===== src/hdl/z80_dp_pkg.sv =====
`default_nettype none

package z80_dp_pkg;

  // ------------------------------
  // widths
  // ------------------------------
  localparam int unsigned byte_w = 8;
  localparam int unsigned word_w = 16;

  typedef logic [byte_w-1:0] byte_t;
  typedef logic [word_w-1:0] word_t;

  // bit positions inside F
  localparam int unsigned S_BIT  = 7;
  localparam int unsigned Z_BIT  = 6;
  localparam int unsigned H_BIT  = 4;
  localparam int unsigned PV_BIT = 2;
  localparam int unsigned N_BIT  = 1;
  localparam int unsigned C_BIT  = 0;

  // ------------------------------
  // encoded control fields
  // ------------------------------
  // single byte registers, high byte of a pair on the even code
  typedef enum logic [2:0] {
    REG_B   = 3'd0,
    REG_C   = 3'd1,
    REG_D   = 3'd2,
    REG_E   = 3'd3,
    REG_H   = 3'd4,
    REG_L   = 3'd5,
    REG_SPH = 3'd6,
    REG_SPL = 3'd7
  } reg8_e;

  typedef enum logic [1:0] {
    PAIR_BC = 2'd0,
    PAIR_DE = 2'd1,
    PAIR_HL = 2'd2,
    PAIR_SP = 2'd3
  } pair_e;

  // same opcode feeds both ALUs
  typedef enum logic [3:0] {
    ALU_NOP    = 4'd0,
    ALU_INCR   = 4'd1,
    ALU_DECR   = 4'd2,
    ALU_ADD    = 4'd3,
    ALU_PASS_B = 4'd4,
    ALU_ADD_SE = 4'd5
  } alu_op_e;

  // internal data bus sources, EXT means nobody drives
  typedef enum logic [2:0] {
    DSRC_EXT   = 3'd0,
    DSRC_REG   = 3'd1,
    DSRC_ACC   = 3'd2,
    DSRC_FLAGS = 3'd3,
    DSRC_TEMP  = 3'd4,
    DSRC_ALU   = 3'd5
  } data_src_e;

  typedef enum logic [1:0] {
    ASRC_NONE = 2'd0,
    ASRC_MAR  = 2'd1,
    ASRC_ALU  = 2'd2
  } addr_src_e;

  // one 16-bit register seen as a word or as two bytes
  typedef union packed {
    word_t w;
    struct packed {
      byte_t hi;
      byte_t lo;
    } b;
  } reg_word_u;

endpackage

`default_nettype wire


===== src/hdl/dp_bus_if.sv =====
`default_nettype none

interface dp_bus_if;
  import z80_dp_pkg::*;

  // ------------------------------
  // shared buses
  // ------------------------------
  byte_t data_bus;
  word_t addr_bus;

  // register file read ports
  byte_t reg_byte;
  word_t reg_word;

  // accumulator and F register contents
  byte_t acc;
  byte_t flags;

  // ALU results and the flag words they would produce
  byte_t alu_byte;
  word_t alu_word;
  byte_t alu_flags_byte;
  byte_t alu_flags_word;

  // TEMP is the second operand of the word ALU
  byte_t temp;

  // ------------------------------
  // one view per module
  // ------------------------------
  modport regfile (
    input  data_bus,
    input  addr_bus,
    output reg_byte,
    output reg_word
  );

  modport alu (
    input  data_bus,
    input  reg_word,
    input  acc,
    input  flags,
    input  temp,
    output alu_byte,
    output alu_word,
    output alu_flags_byte,
    output alu_flags_word
  );

  modport acc_flags (
    input  data_bus,
    input  alu_flags_byte,
    input  alu_flags_word,
    output acc,
    output flags
  );

  modport bus (
    input  reg_byte,
    input  acc,
    input  flags,
    input  alu_byte,
    input  alu_word,
    output data_bus,
    output addr_bus,
    output temp
  );

endinterface

`default_nettype wire


===== src/hdl/bus_drive.sv =====
`default_nettype none

module bus_drive (
  input  wire logic                  clk,
  input  wire logic                  arst_n,
  input  wire z80_dp_pkg::byte_t     data_in,
  input  wire z80_dp_pkg::data_src_e data_src,
  input  wire z80_dp_pkg::addr_src_e addr_src,
  input  wire logic                  ld_temp,
  input  wire logic                  ld_mar_hi,
  input  wire logic                  ld_mar_lo,
  output z80_dp_pkg::byte_t          data_out,
  output logic                       data_drive,
  output z80_dp_pkg::word_t          addr_out,
  output logic                       addr_drive,
  dp_bus_if.bus                      bus
);
  import z80_dp_pkg::*;

  byte_t     temp_q;
  reg_word_u mar;
  byte_t     data_sel;
  word_t     addr_sel;

  // ------------------------------
  // data bus mux
  // ------------------------------
  // external input owns the bus unless an internal source is selected
  always_comb begin
    data_sel   = data_in;
    data_drive = 1'b1;
    case (data_src)
      DSRC_REG:   data_sel = bus.reg_byte;
      DSRC_ACC:   data_sel = bus.acc;
      DSRC_FLAGS: data_sel = bus.flags;
      DSRC_TEMP:  data_sel = temp_q;
      DSRC_ALU:   data_sel = bus.alu_byte;
      default:    data_drive = 1'b0;
    endcase
  end

  assign bus.data_bus = data_sel;
  // pins stay quiet while the bus is only listening
  assign data_out     = data_drive ? data_sel : '0;

  // ------------------------------
  // address bus mux
  // ------------------------------
  always_comb begin
    addr_sel   = '0;
    addr_drive = 1'b0;
    case (addr_src)
      ASRC_MAR: begin
        addr_sel   = mar.w;
        addr_drive = 1'b1;
      end
      ASRC_ALU: begin
        addr_sel   = bus.alu_word;
        addr_drive = 1'b1;
      end
      default: ;
    endcase
  end

  assign bus.addr_bus = addr_sel;
  assign addr_out     = addr_sel;

  // ------------------------------
  // TEMP and MAR
  // ------------------------------
  // MAR is built a byte at a time from the data bus
  always_ff @(posedge clk or negedge arst_n) begin
    if (!arst_n) begin
      temp_q <= '0;
      mar    <= '0;
    end else begin
      if (ld_temp) begin
        temp_q <= data_sel;
      end
      if (ld_mar_hi) begin
        mar.b.hi <= data_sel;
      end
      if (ld_mar_lo) begin
        mar.b.lo <= data_sel;
      end
    end
  end

  assign bus.temp = temp_q;

  a_addr_src_known : assert property (@(posedge clk) disable iff (!arst_n)
    addr_src inside {ASRC_NONE, ASRC_MAR, ASRC_ALU});

endmodule

`default_nettype wire


===== src/flat_wrapper.sv =====
// flat-port wrapper written by rule: the top's interface ports become plain ports
module bus_drive_flat import z80_dp_pkg::*;
  (clk, arst_n, data_in, data_src, addr_src, ld_temp, ld_mar_hi, ld_mar_lo, data_out, data_drive, addr_out, addr_drive, bus_reg_byte, bus_acc, bus_flags, bus_alu_byte, bus_alu_word, bus_data_bus, bus_addr_bus, bus_temp);
  dp_bus_if bus_i ();
  input  wire logic clk;
  input  wire logic arst_n;
  input  wire z80_dp_pkg::byte_t data_in;
  input  wire z80_dp_pkg::data_src_e data_src;
  input  wire z80_dp_pkg::addr_src_e addr_src;
  input  wire logic ld_temp;
  input  wire logic ld_mar_hi;
  input  wire logic ld_mar_lo;
  output z80_dp_pkg::byte_t data_out;
  output logic data_drive;
  output z80_dp_pkg::word_t addr_out;
  output logic addr_drive;
  input wire logic [$bits(bus_i.reg_byte)-1:0] bus_reg_byte;
  input wire logic [$bits(bus_i.acc)-1:0] bus_acc;
  input wire logic [$bits(bus_i.flags)-1:0] bus_flags;
  input wire logic [$bits(bus_i.alu_byte)-1:0] bus_alu_byte;
  input wire logic [$bits(bus_i.alu_word)-1:0] bus_alu_word;
  output wire logic [$bits(bus_i.data_bus)-1:0] bus_data_bus;
  output wire logic [$bits(bus_i.addr_bus)-1:0] bus_addr_bus;
  output wire logic [$bits(bus_i.temp)-1:0] bus_temp;
  assign bus_i.reg_byte = bus_reg_byte;
  assign bus_i.acc = bus_acc;
  assign bus_i.flags = bus_flags;
  assign bus_i.alu_byte = bus_alu_byte;
  assign bus_i.alu_word = bus_alu_word;
  assign bus_data_bus = bus_i.data_bus;
  assign bus_addr_bus = bus_i.addr_bus;
  assign bus_temp = bus_i.temp;
  bus_drive u_core (.clk(clk), .arst_n(arst_n), .data_in(data_in), .data_src(data_src), .addr_src(addr_src), .ld_temp(ld_temp), .ld_mar_hi(ld_mar_hi), .ld_mar_lo(ld_mar_lo), .data_out(data_out), .data_drive(data_drive), .addr_out(addr_out), .addr_drive(addr_drive), .bus(bus_i));
endmodule

===== config.mk =====
export PLATFORM = sky130hd
export DESIGN_NAME = bus_drive_flat
export DESIGN_NICKNAME = d
export VERILOG_FILES = /design/src/hdl/z80_dp_pkg.sv /design/src/hdl/dp_bus_if.sv /design/src/hdl/bus_drive.sv /design/src/flat_wrapper.sv
export SDC_FILE = /design/constraint.sdc
export NUM_CORES = 1
export LEC_CHECK = 0
export BUFFER_PORTS_ARGS = -buffer_cell sky130_fd_sc_hd__buf_2
export CORE_ASPECT_RATIO = 1.4
export CORE_MARGIN = 2
export CORE_UTILIZATION = 35
export DETAILED_ROUTE_END_ITERATION = 12
export PLACE_DENSITY_LB_ADDON = 0.12
export SLEW_MARGIN = 20
export SYNTH_ARGS = -nofsm -noshare
export SYNTH_HDL_FRONTEND = slang
export SYNTH_SLANG_ARGS = --single-unit

===== constraint.sdc =====
create_clock -name clk -period 1.2 [get_ports clk]
set_input_delay 0.12 -clock clk [delete_from_list [all_inputs] [get_ports clk]]
set_output_delay 0.12 -clock clk [all_outputs]
set_load 0.1 [all_outputs]

==> results of run 1 <==
-- tightest hold or removal path: stages --
cell     delay [ns]
buf_2          0.12
o21ai_2        0.14
a41oi_2        0.13
-- timing repair --
item / 4_1_cts / 5_1_grt
setup endpoints to repair: 73 / 81
cloned: 0 / 0
setup buffers: 27 / 14
hold buffers: 1 / 0
pin swaps: 18 / 13
resized for setup: 46 / 18
endpoints found under the hold margin: 24 / 0
-- power by group through the flow --
stage / Sequential [mW] / Combinational, mW / Clock, mW
after detailed placement: 1.03 / 3.42 / 0
after global routing: 1.08 / 4.14 / 0.655
after CTS: 1.02 / 3.68 / 0.548
after floorplan: 1.29 / 2.01 / 0
after global placement: 1.03 / 3.36 / 0
final: 1.08 / 4.08 / 0.619
-- cell type report --
cell class,count,area (um2)
antenna,1,2.50
clock buffer,4,55.1
fill,84,159
inverter,3,27.5
multi-input combinational,156,1820
sequential,24,631
tap,66,82.6
timing repair buffer,226,2460
-- layout by cell type, fill, tap and decap left out, types with 2 or more instances in the layout --
cell type	Yosys	final
buf_4	17	70
ha_4	0	2
buf_6	3	24
a31oi_1	9	4
o21ai_0	2	2
buf_2	5	64
and4bb_2	2	2
nor2_4	0	17
nor4bb_4	0	4
mux2_4	0	3
nor4b_1	3	3
a21oi_1	3	3
nor4bb_1	8	3
a211o_1	3	3
and2_1	2	2
buf_12	0	66
nand2_8	0	3
dfrtp_4	0	8
clkbuf_8	0	4
o21ai_2	0	3
nand3_4	0	5
a32oi_1	5	5
a41oi_2	0	11
a211oi_4	1	5
a31oi_4	0	5
a221oi_4	0	3
mux2i_1	3	3
a22oi_2	0	16
nand2_4	0	11
nor2_1	41	24
nor2b_1	6	5
a41oi_1	15	4
dfrtp_1	24	16
-- logic make-up (layout without fill, tap and decap cells) --
group	count (synthesis)	in the layout	synth area share (%)
AOI/OAI and AO/OA	64	64	27.6
adders and majority gates	2	2	1.31
buffers and inverters	40	233	12.7
DFF	24	24	31.4
muxes	6	6	3.34
other	0	1	0
and+or+nand+nor	84	84	23.6
-- worst max-delay path by stage --
stage / depth (start not counted) / end / startpoint / slack [ns]
floorplan: 3 / bus_data_bus[5] / u_core.bus.temp[5]$_DFFE_PN0P_ / -0.47
detailed placement: 6 / u_core.bus.temp[0]$_DFFE_PN0P_ / data_src[0] / -0.48
global placement: 7 / bus_data_bus[6] / data_src[0] / -0.43
CTS: 4 / bus_data_bus[1] / u_core.bus.temp[1]$_DFFE_PN0P_ / -0.55
finish: 6 / bus_data_bus[7] / data_src[0] / -0.73
global route: 8 / bus_data_bus[0] / data_src[0] / -0.70
-- sequential cells by signal (all words and copies together), names as in the netlist --
name,count
u_core.mar,16
u_core.bus.temp,8
-- per-layer routing --
metal / part of all wire (%) / up-vias / track usage (%) / wire (um)
li1: - / 1198 / - / -
met1: 30 / 1530 / 38.4 / 4800
met2: 45 / 420 / 61.3 / 7230
met3: 13 / 188 / 5.33 / 2050
met4: 12 / 0 / 10.4 / 1970
met5: 0 / - / 0 / 0
==> run_results.csv, run 1 <==
group,metric,value,unit
outcome,status,"complete, but fails checks",
outcome,violations,"setup timing",
grt,overflow,0,
worst_setup_path,slowest_delay,0.44,ns
die,core_area,5240,um2
power,p_leak,2.18,nW
worst_setup_path,slowest_stage,"buf_2",
clocking,clock-root-buffer,"clkbuf_8",
cells_and_area,instances_no_fill,480,
logic_synthesis,async_reset_ff_share,100,%
placement,place.port_buffers,123,
logic_synthesis,yosysSeqAreaShare,31.4,%
die,start_util,36.5,%
cells_and_area,final_area,5080,um2
sta,finalCritPeriodShare,161,%
hold_path,min_to,"u_core.mar[11]$_DFFE_PN0P_",
cells_and_area,layout-drive-gt1-share,81.1,%
placement,dpl_cell_area,4370,um2
sta,tns,-24.00,ns
sta,skew,0.00551,ns
cells_and_area,area_growth,166,%
worst_setup_path,required,1.08,ns
clocking,h-tree-depth,1,
sta,setup_ws,-0.732,ns
worst_setup_path,end_kind,"output port",
logic_synthesis,synth_area,1910,um2
sta,setup_violations,81,
grt,grt_pass1_vias,2883,
grt,grtUsageTotal,33.5,%
clocking,cts.reportedPaths.clkPinSlew,0.09,ns
clocking,clkSinkCount,24,
logic_synthesis,synth_most_common_cell,"nor2_1",
route,vias,3336,
power,seqPwrFrac,18.7,%
logic_synthesis,synth-edff-count,0,
power,p_int,2.82,mW
worst_setup_path,critPathArrivalTime,1.81,ns
power,p_per_area,1140,nW/um2
cells_and_area,final_util,97.0,%
sta,final_hold_viol_count,0,
sta,worst_pin_slew,0.571,ns
power,clkPwrFrac,10.7,%
sta,whs,0.251,ns
placement,place_ws,-0.480,ns
power,combPwrFrac,70.6,%
run,maxCapViolations,0,
worst_setup_path,ff2ff_path_depth,5,
logic_synthesis,synthesis.nets,288,
grt,grt_max_degree,25,
power,p_sw_share,51.3,%
route,drt_iter0_markers,421,
power,p_total,5.79,mW
worst_setup_path,crit_chain,"buf_2, buf_4, mux2i_1, a211o_1, nand2_4, buf_12",
worst_setup_path,startpoint_type,"input pin",
grt,antenna_found_initial,1,
route,routed_wl,16100,um
logic_synthesis,synth_common_cells,"41 x nor2_1, 24 x dfrtp_1, 17 x buf_4",
sta,fin_crit,1.93,ns
worst_setup_path,r2r_start,"u_core.bus.temp[7]$_DFFE_PN0P_",
sta,slew_headroom,61.9,%
worst_setup_path,r2r_setup_slack,-0.52,ns
logic_synthesis,syn_inst,220,
clocking,cts_tree,"built",
clocking,clock_path_buffers,2,
route,route.detailed.drc,0,
route,drt.antenna.violating_nets,0,
placement,place.gp.congestion,0.874,
logic_synthesis,ys_ff_latch,24,
sta,drv_slew,0,
die,chipHeight,91.4,um
die,dieArea,6070,um2
logic_synthesis,ys.flop_type,"dfrtp_1",
die,ios,124,
worst_setup_path,worstSetupPathType,"input pin to output port",
placement,dp_cells,437,
logic_synthesis,synth.area.top_cells,"dfrtp_1 31%, nor2_1 8.1%, a41oi_1 6.9%, buf_4 6.7%, a22oi_1 6.3%",
worst_setup_path,cp_top_family,"buffers and inverters",
hold_path,holdPathStages,3,
clocking,cts_buffers,3,
die,rows,31,
logic_synthesis,synth_top_area_share,31.4,%
worst_setup_path,critical_path.max_fanout,22,
logic_synthesis,yosysWarnings,0,
clocking,insertion_delay,0.31,ns
route,first_pass_iters,4,
worst_setup_path,worst-path-buf-inv,3,
route,via_per_inst,6.95,
cells_and_area,final_nets,482,
sta,fmax,518,MHz
power,power_switching,2.97,mW
logic_synthesis,avgSynthCellArea,8.68,um2
hold_path,min_path_type,"input pin to flop",
logic_synthesis,yosysUniqueCellTypes,33,
sta,rsz0062_at_grt,"yes",
power,vdd_drop_max,0.000721,V
placement,hpwl,6250,um
hold_path,min_from,"data_in[3]",
die,die_w,66.4,um
logic_synthesis,yosys.area.top_type,"dfrtp_1",
worst_setup_path,reg2reg_to,"u_core.bus.temp[7]$_DFFE_PN0P_",
route,wl_per_cell,33.5,um
grt,grt_pass1_wl,15500,um
No activity file was read; power rests on OpenSTA's default activity.
==> run 2, diff against run 1 <==
--- a/config.mk
+++ b/config.mk
@@ -10,7 +10,7 @@
 export CORE_MARGIN = 2
 export CORE_UTILIZATION = 35
 export DETAILED_ROUTE_END_ITERATION = 12
-export PLACE_DENSITY_LB_ADDON = 0.12
+export PLACE_DENSITY = 0.71
 export SLEW_MARGIN = 20
 export SYNTH_ARGS = -nofsm -noshare
 export SYNTH_HDL_FRONTEND = slang
==> run 2 against run 1 <==
Against the previous run:
- the run still ends with setup timing left
- core utilization is 2.9 points lower
- clock power shrank 12%
- clock-buffer cell count shrank 1
- via count fell by 13%
- wire length shrank 20%
- critical path depth fell by 2
- flip-flop and latch count did not move
- critical path type is now flop to output port
- critical endpoint unchanged
- largest power group unchanged
==> run_results.csv, run 2 (synthesis gave the netlist of run 1 again) <==
group,metric,value,unit
clocking,clock-root-buffer,"clkbuf_8",
grt,grt_max_degree,25,
sta,fin_crit,1.82,ns
clocking,insertion_delay,0.29,ns
worst_setup_path,reg2reg_to,"u_core.mar[7]$_DFFE_PN0P_",
power,p_int,2.69,mW
cells_and_area,n_antenna_cell,0,
power,seqPwrFrac,19.2,%
cells_and_area,final_common_cell,"buf_12",
cells_and_area,layout-drive-gt1-share,80.8,%
worst_setup_path,ff2ff_path_depth,5,
grt,overflow,0,
die,core_area,5240,um2
power,p_sw_share,51.0,%
cells_and_area,layout_common_cells,"64 x buf_12, 61 x buf_2, 56 x buf_4",
die,die_w,66.4,um
clocking,cts_buffers,3,
power,combPwrFrac,70.9,%
sta,drv_slew,0,
sta,setup_violations,80,
worst_setup_path,crit_end,"bus_data_bus[7]",
worst_setup_path,end_kind,"output port",
placement,hpwl,6130,um
die,rows,31,
cells_and_area,largest_reg_flops,16,
placement,place.gp.congestion,0.841,
outcome,status,"complete, but fails checks",
hold_path,min_path_type,"input pin to flop",
worst_setup_path,r2r_setup_slack,-0.45,ns
clocking,clock_path_buffers,2,
clocking,h-tree-depth,1,
power,p_leak,2.09,nW
sta,whs,0.240,ns
grt,antenna_found_initial,0,
sta,fmax,548,MHz
power,p_per_area,1120,nW/um2
route,via_per_inst,6.26,
route,routed_wl,12800,um
run,maxCapViolations,0,
cells_and_area,area_growth,158,%
worst_setup_path,worstSetupPathType,"flop to output port",
route,wl_per_cell,27.7,um
sta,finalCritPeriodShare,152,%
worst_setup_path,critical_path.max_fanout,2,
grt,grt_pass1_wl,15700,um
sta,final_hold_viol_count,0,
sta,slew_headroom,55.1,%
clocking,cts.reportedPaths.clkPinSlew,0.10,ns
grt,grt_pass1_vias,2788,
placement,dp_cells,426,
sta,rsz0062_at_grt,"yes",
sta,worst_pin_slew,0.669,ns
worst_setup_path,required,1.08,ns
sta,setup_ws,-0.624,ns
sta,skew,0.00572,ns
cells_and_area,top_register,"u_core.mar",
cells_and_area,instances_no_fill,461,
die,start_util,36.5,%
die,chipHeight,91.4,um
die,dieArea,6070,um2
route,first_pass_iters,5,
route,vias,2886,
route,drt_iter0_markers,236,
worst_setup_path,r2r_start,"u_core.bus.temp[7]$_DFFE_PN0P_",
die,ios,124,
worst_setup_path,worstSetupStartpoint,"u_core.bus.temp[7]$_DFFE_PN0P_",
placement,place.port_buffers,123,
hold_path,min_from,"data_in[2]",
cells_and_area,final_nets,465,
worst_setup_path,startpoint_type,"flop",
clocking,clkSinkCount,24,
route,route.detailed.drc,0,
power,vdd_drop_max,0.000749,V
worst_setup_path,critPathArrivalTime,1.70,ns
power,power_switching,2.81,mW
route,drt.antenna.violating_nets,0,
power,clkPwrFrac,9.9,%
clocking,cts_tree,"built",
grt,grtUsageTotal,34.4,%
outcome,violations,"setup timing",
run 2: cell count changes in the layout (fill, tap and decap cells not counted), moves of 2 or more:
cell     previous run  this run
buf_12             66        64
a41oi_1             4         0
a31oi_4             5         3
buf_4              70        56
o21ai_1             0         3
a41oi_2            11        15
o21ai_2             3         1
buf_2              64        61
run 2: how the worst min path moves through the flow:
stage | cells after the start | endpoint
after CTS | 3 | u_core.bus.temp[2]$_DFFE_PN0P_
after global routing | 3 | u_core.bus.temp[2]$_DFFE_PN0P_
after global placement | 1 | u_core.bus.temp[1]$_DFFE_PN0P_
final | 3 | u_core.bus.temp[2]$_DFFE_PN0P_
after floorplan | 0 | u_core.mar[0]$_DFFE_PN0P_
after detailed placement | 1 | u_core.bus.temp[2]$_DFFE_PN0P_
run 2: what timing repair did:
item | 4_1_cts | 5_1_grt
buffers inserted | 23 | 14
hold endpoints to repair | 24 | 0
resized for setup | 42 | 33
hold buffers | 1 | 0
pin swaps | 16 | 9
setup endpoints to repair | 74 | 81
run 2: critical path, stage by stage, from the launching register on:
cell and delay, ns:
dfrtp_4 0.51, mux2_4 0.31, a221oi_4 0.32, nand2_4 0.09, buf_12 0.18
run 2: final cells by class:
cell class / instances / area, um2
Sequential cell: 24 / 631
Multi-Input combinational cell: 156 / 1820
Fill cell: 141 / 309
Tap cell: 66 / 82.6
Clock buffer: 3 / 41.3
Timing Repair Buffer: 209 / 2320
Inverter: 3 / 27.5
run 2: power groups by stage:
| stage | clock, mW | combinational (mW) | sequential (mW) |
|---|---|---|---|
| floorplan | 0 | 2.01 | 1.29 |
| global placement | 0 | 3.32 | 1.03 |
| detailed placement | 0 | 3.38 | 1.03 |
| CTS | 0.485 | 3.60 | 1.02 |
| global route | 0.556 | 3.98 | 1.06 |
| finish | 0.544 | 3.90 | 1.05 |
run 2: layer usage:
metal	GRT usage, %	wire length [um]	vias up
li1	-	-	1156
met1	37.5	4260	1407
met2	61.5	6600	243
met3	6.69	976	80
met4	16.2	926	0
met5	0	0	-
run 2: stage by stage:
stage	setup TNS [ns]	power (mW)	setup slack [ns]	util [%]	instance area (um2)
after CTS	-12.39	5.11	-0.551	90.0	4710
after floorplan	-18.85	3.29	-0.469	-	2770
after global placement	-11.42	4.34	-0.346	81.4	4260
after detailed placement	-14.38	4.40	-0.479	81.4	4260
final	-17.31	5.50	-0.624	94.1	4930
after global routing	-18.63	5.59	-0.643	94.1	4930
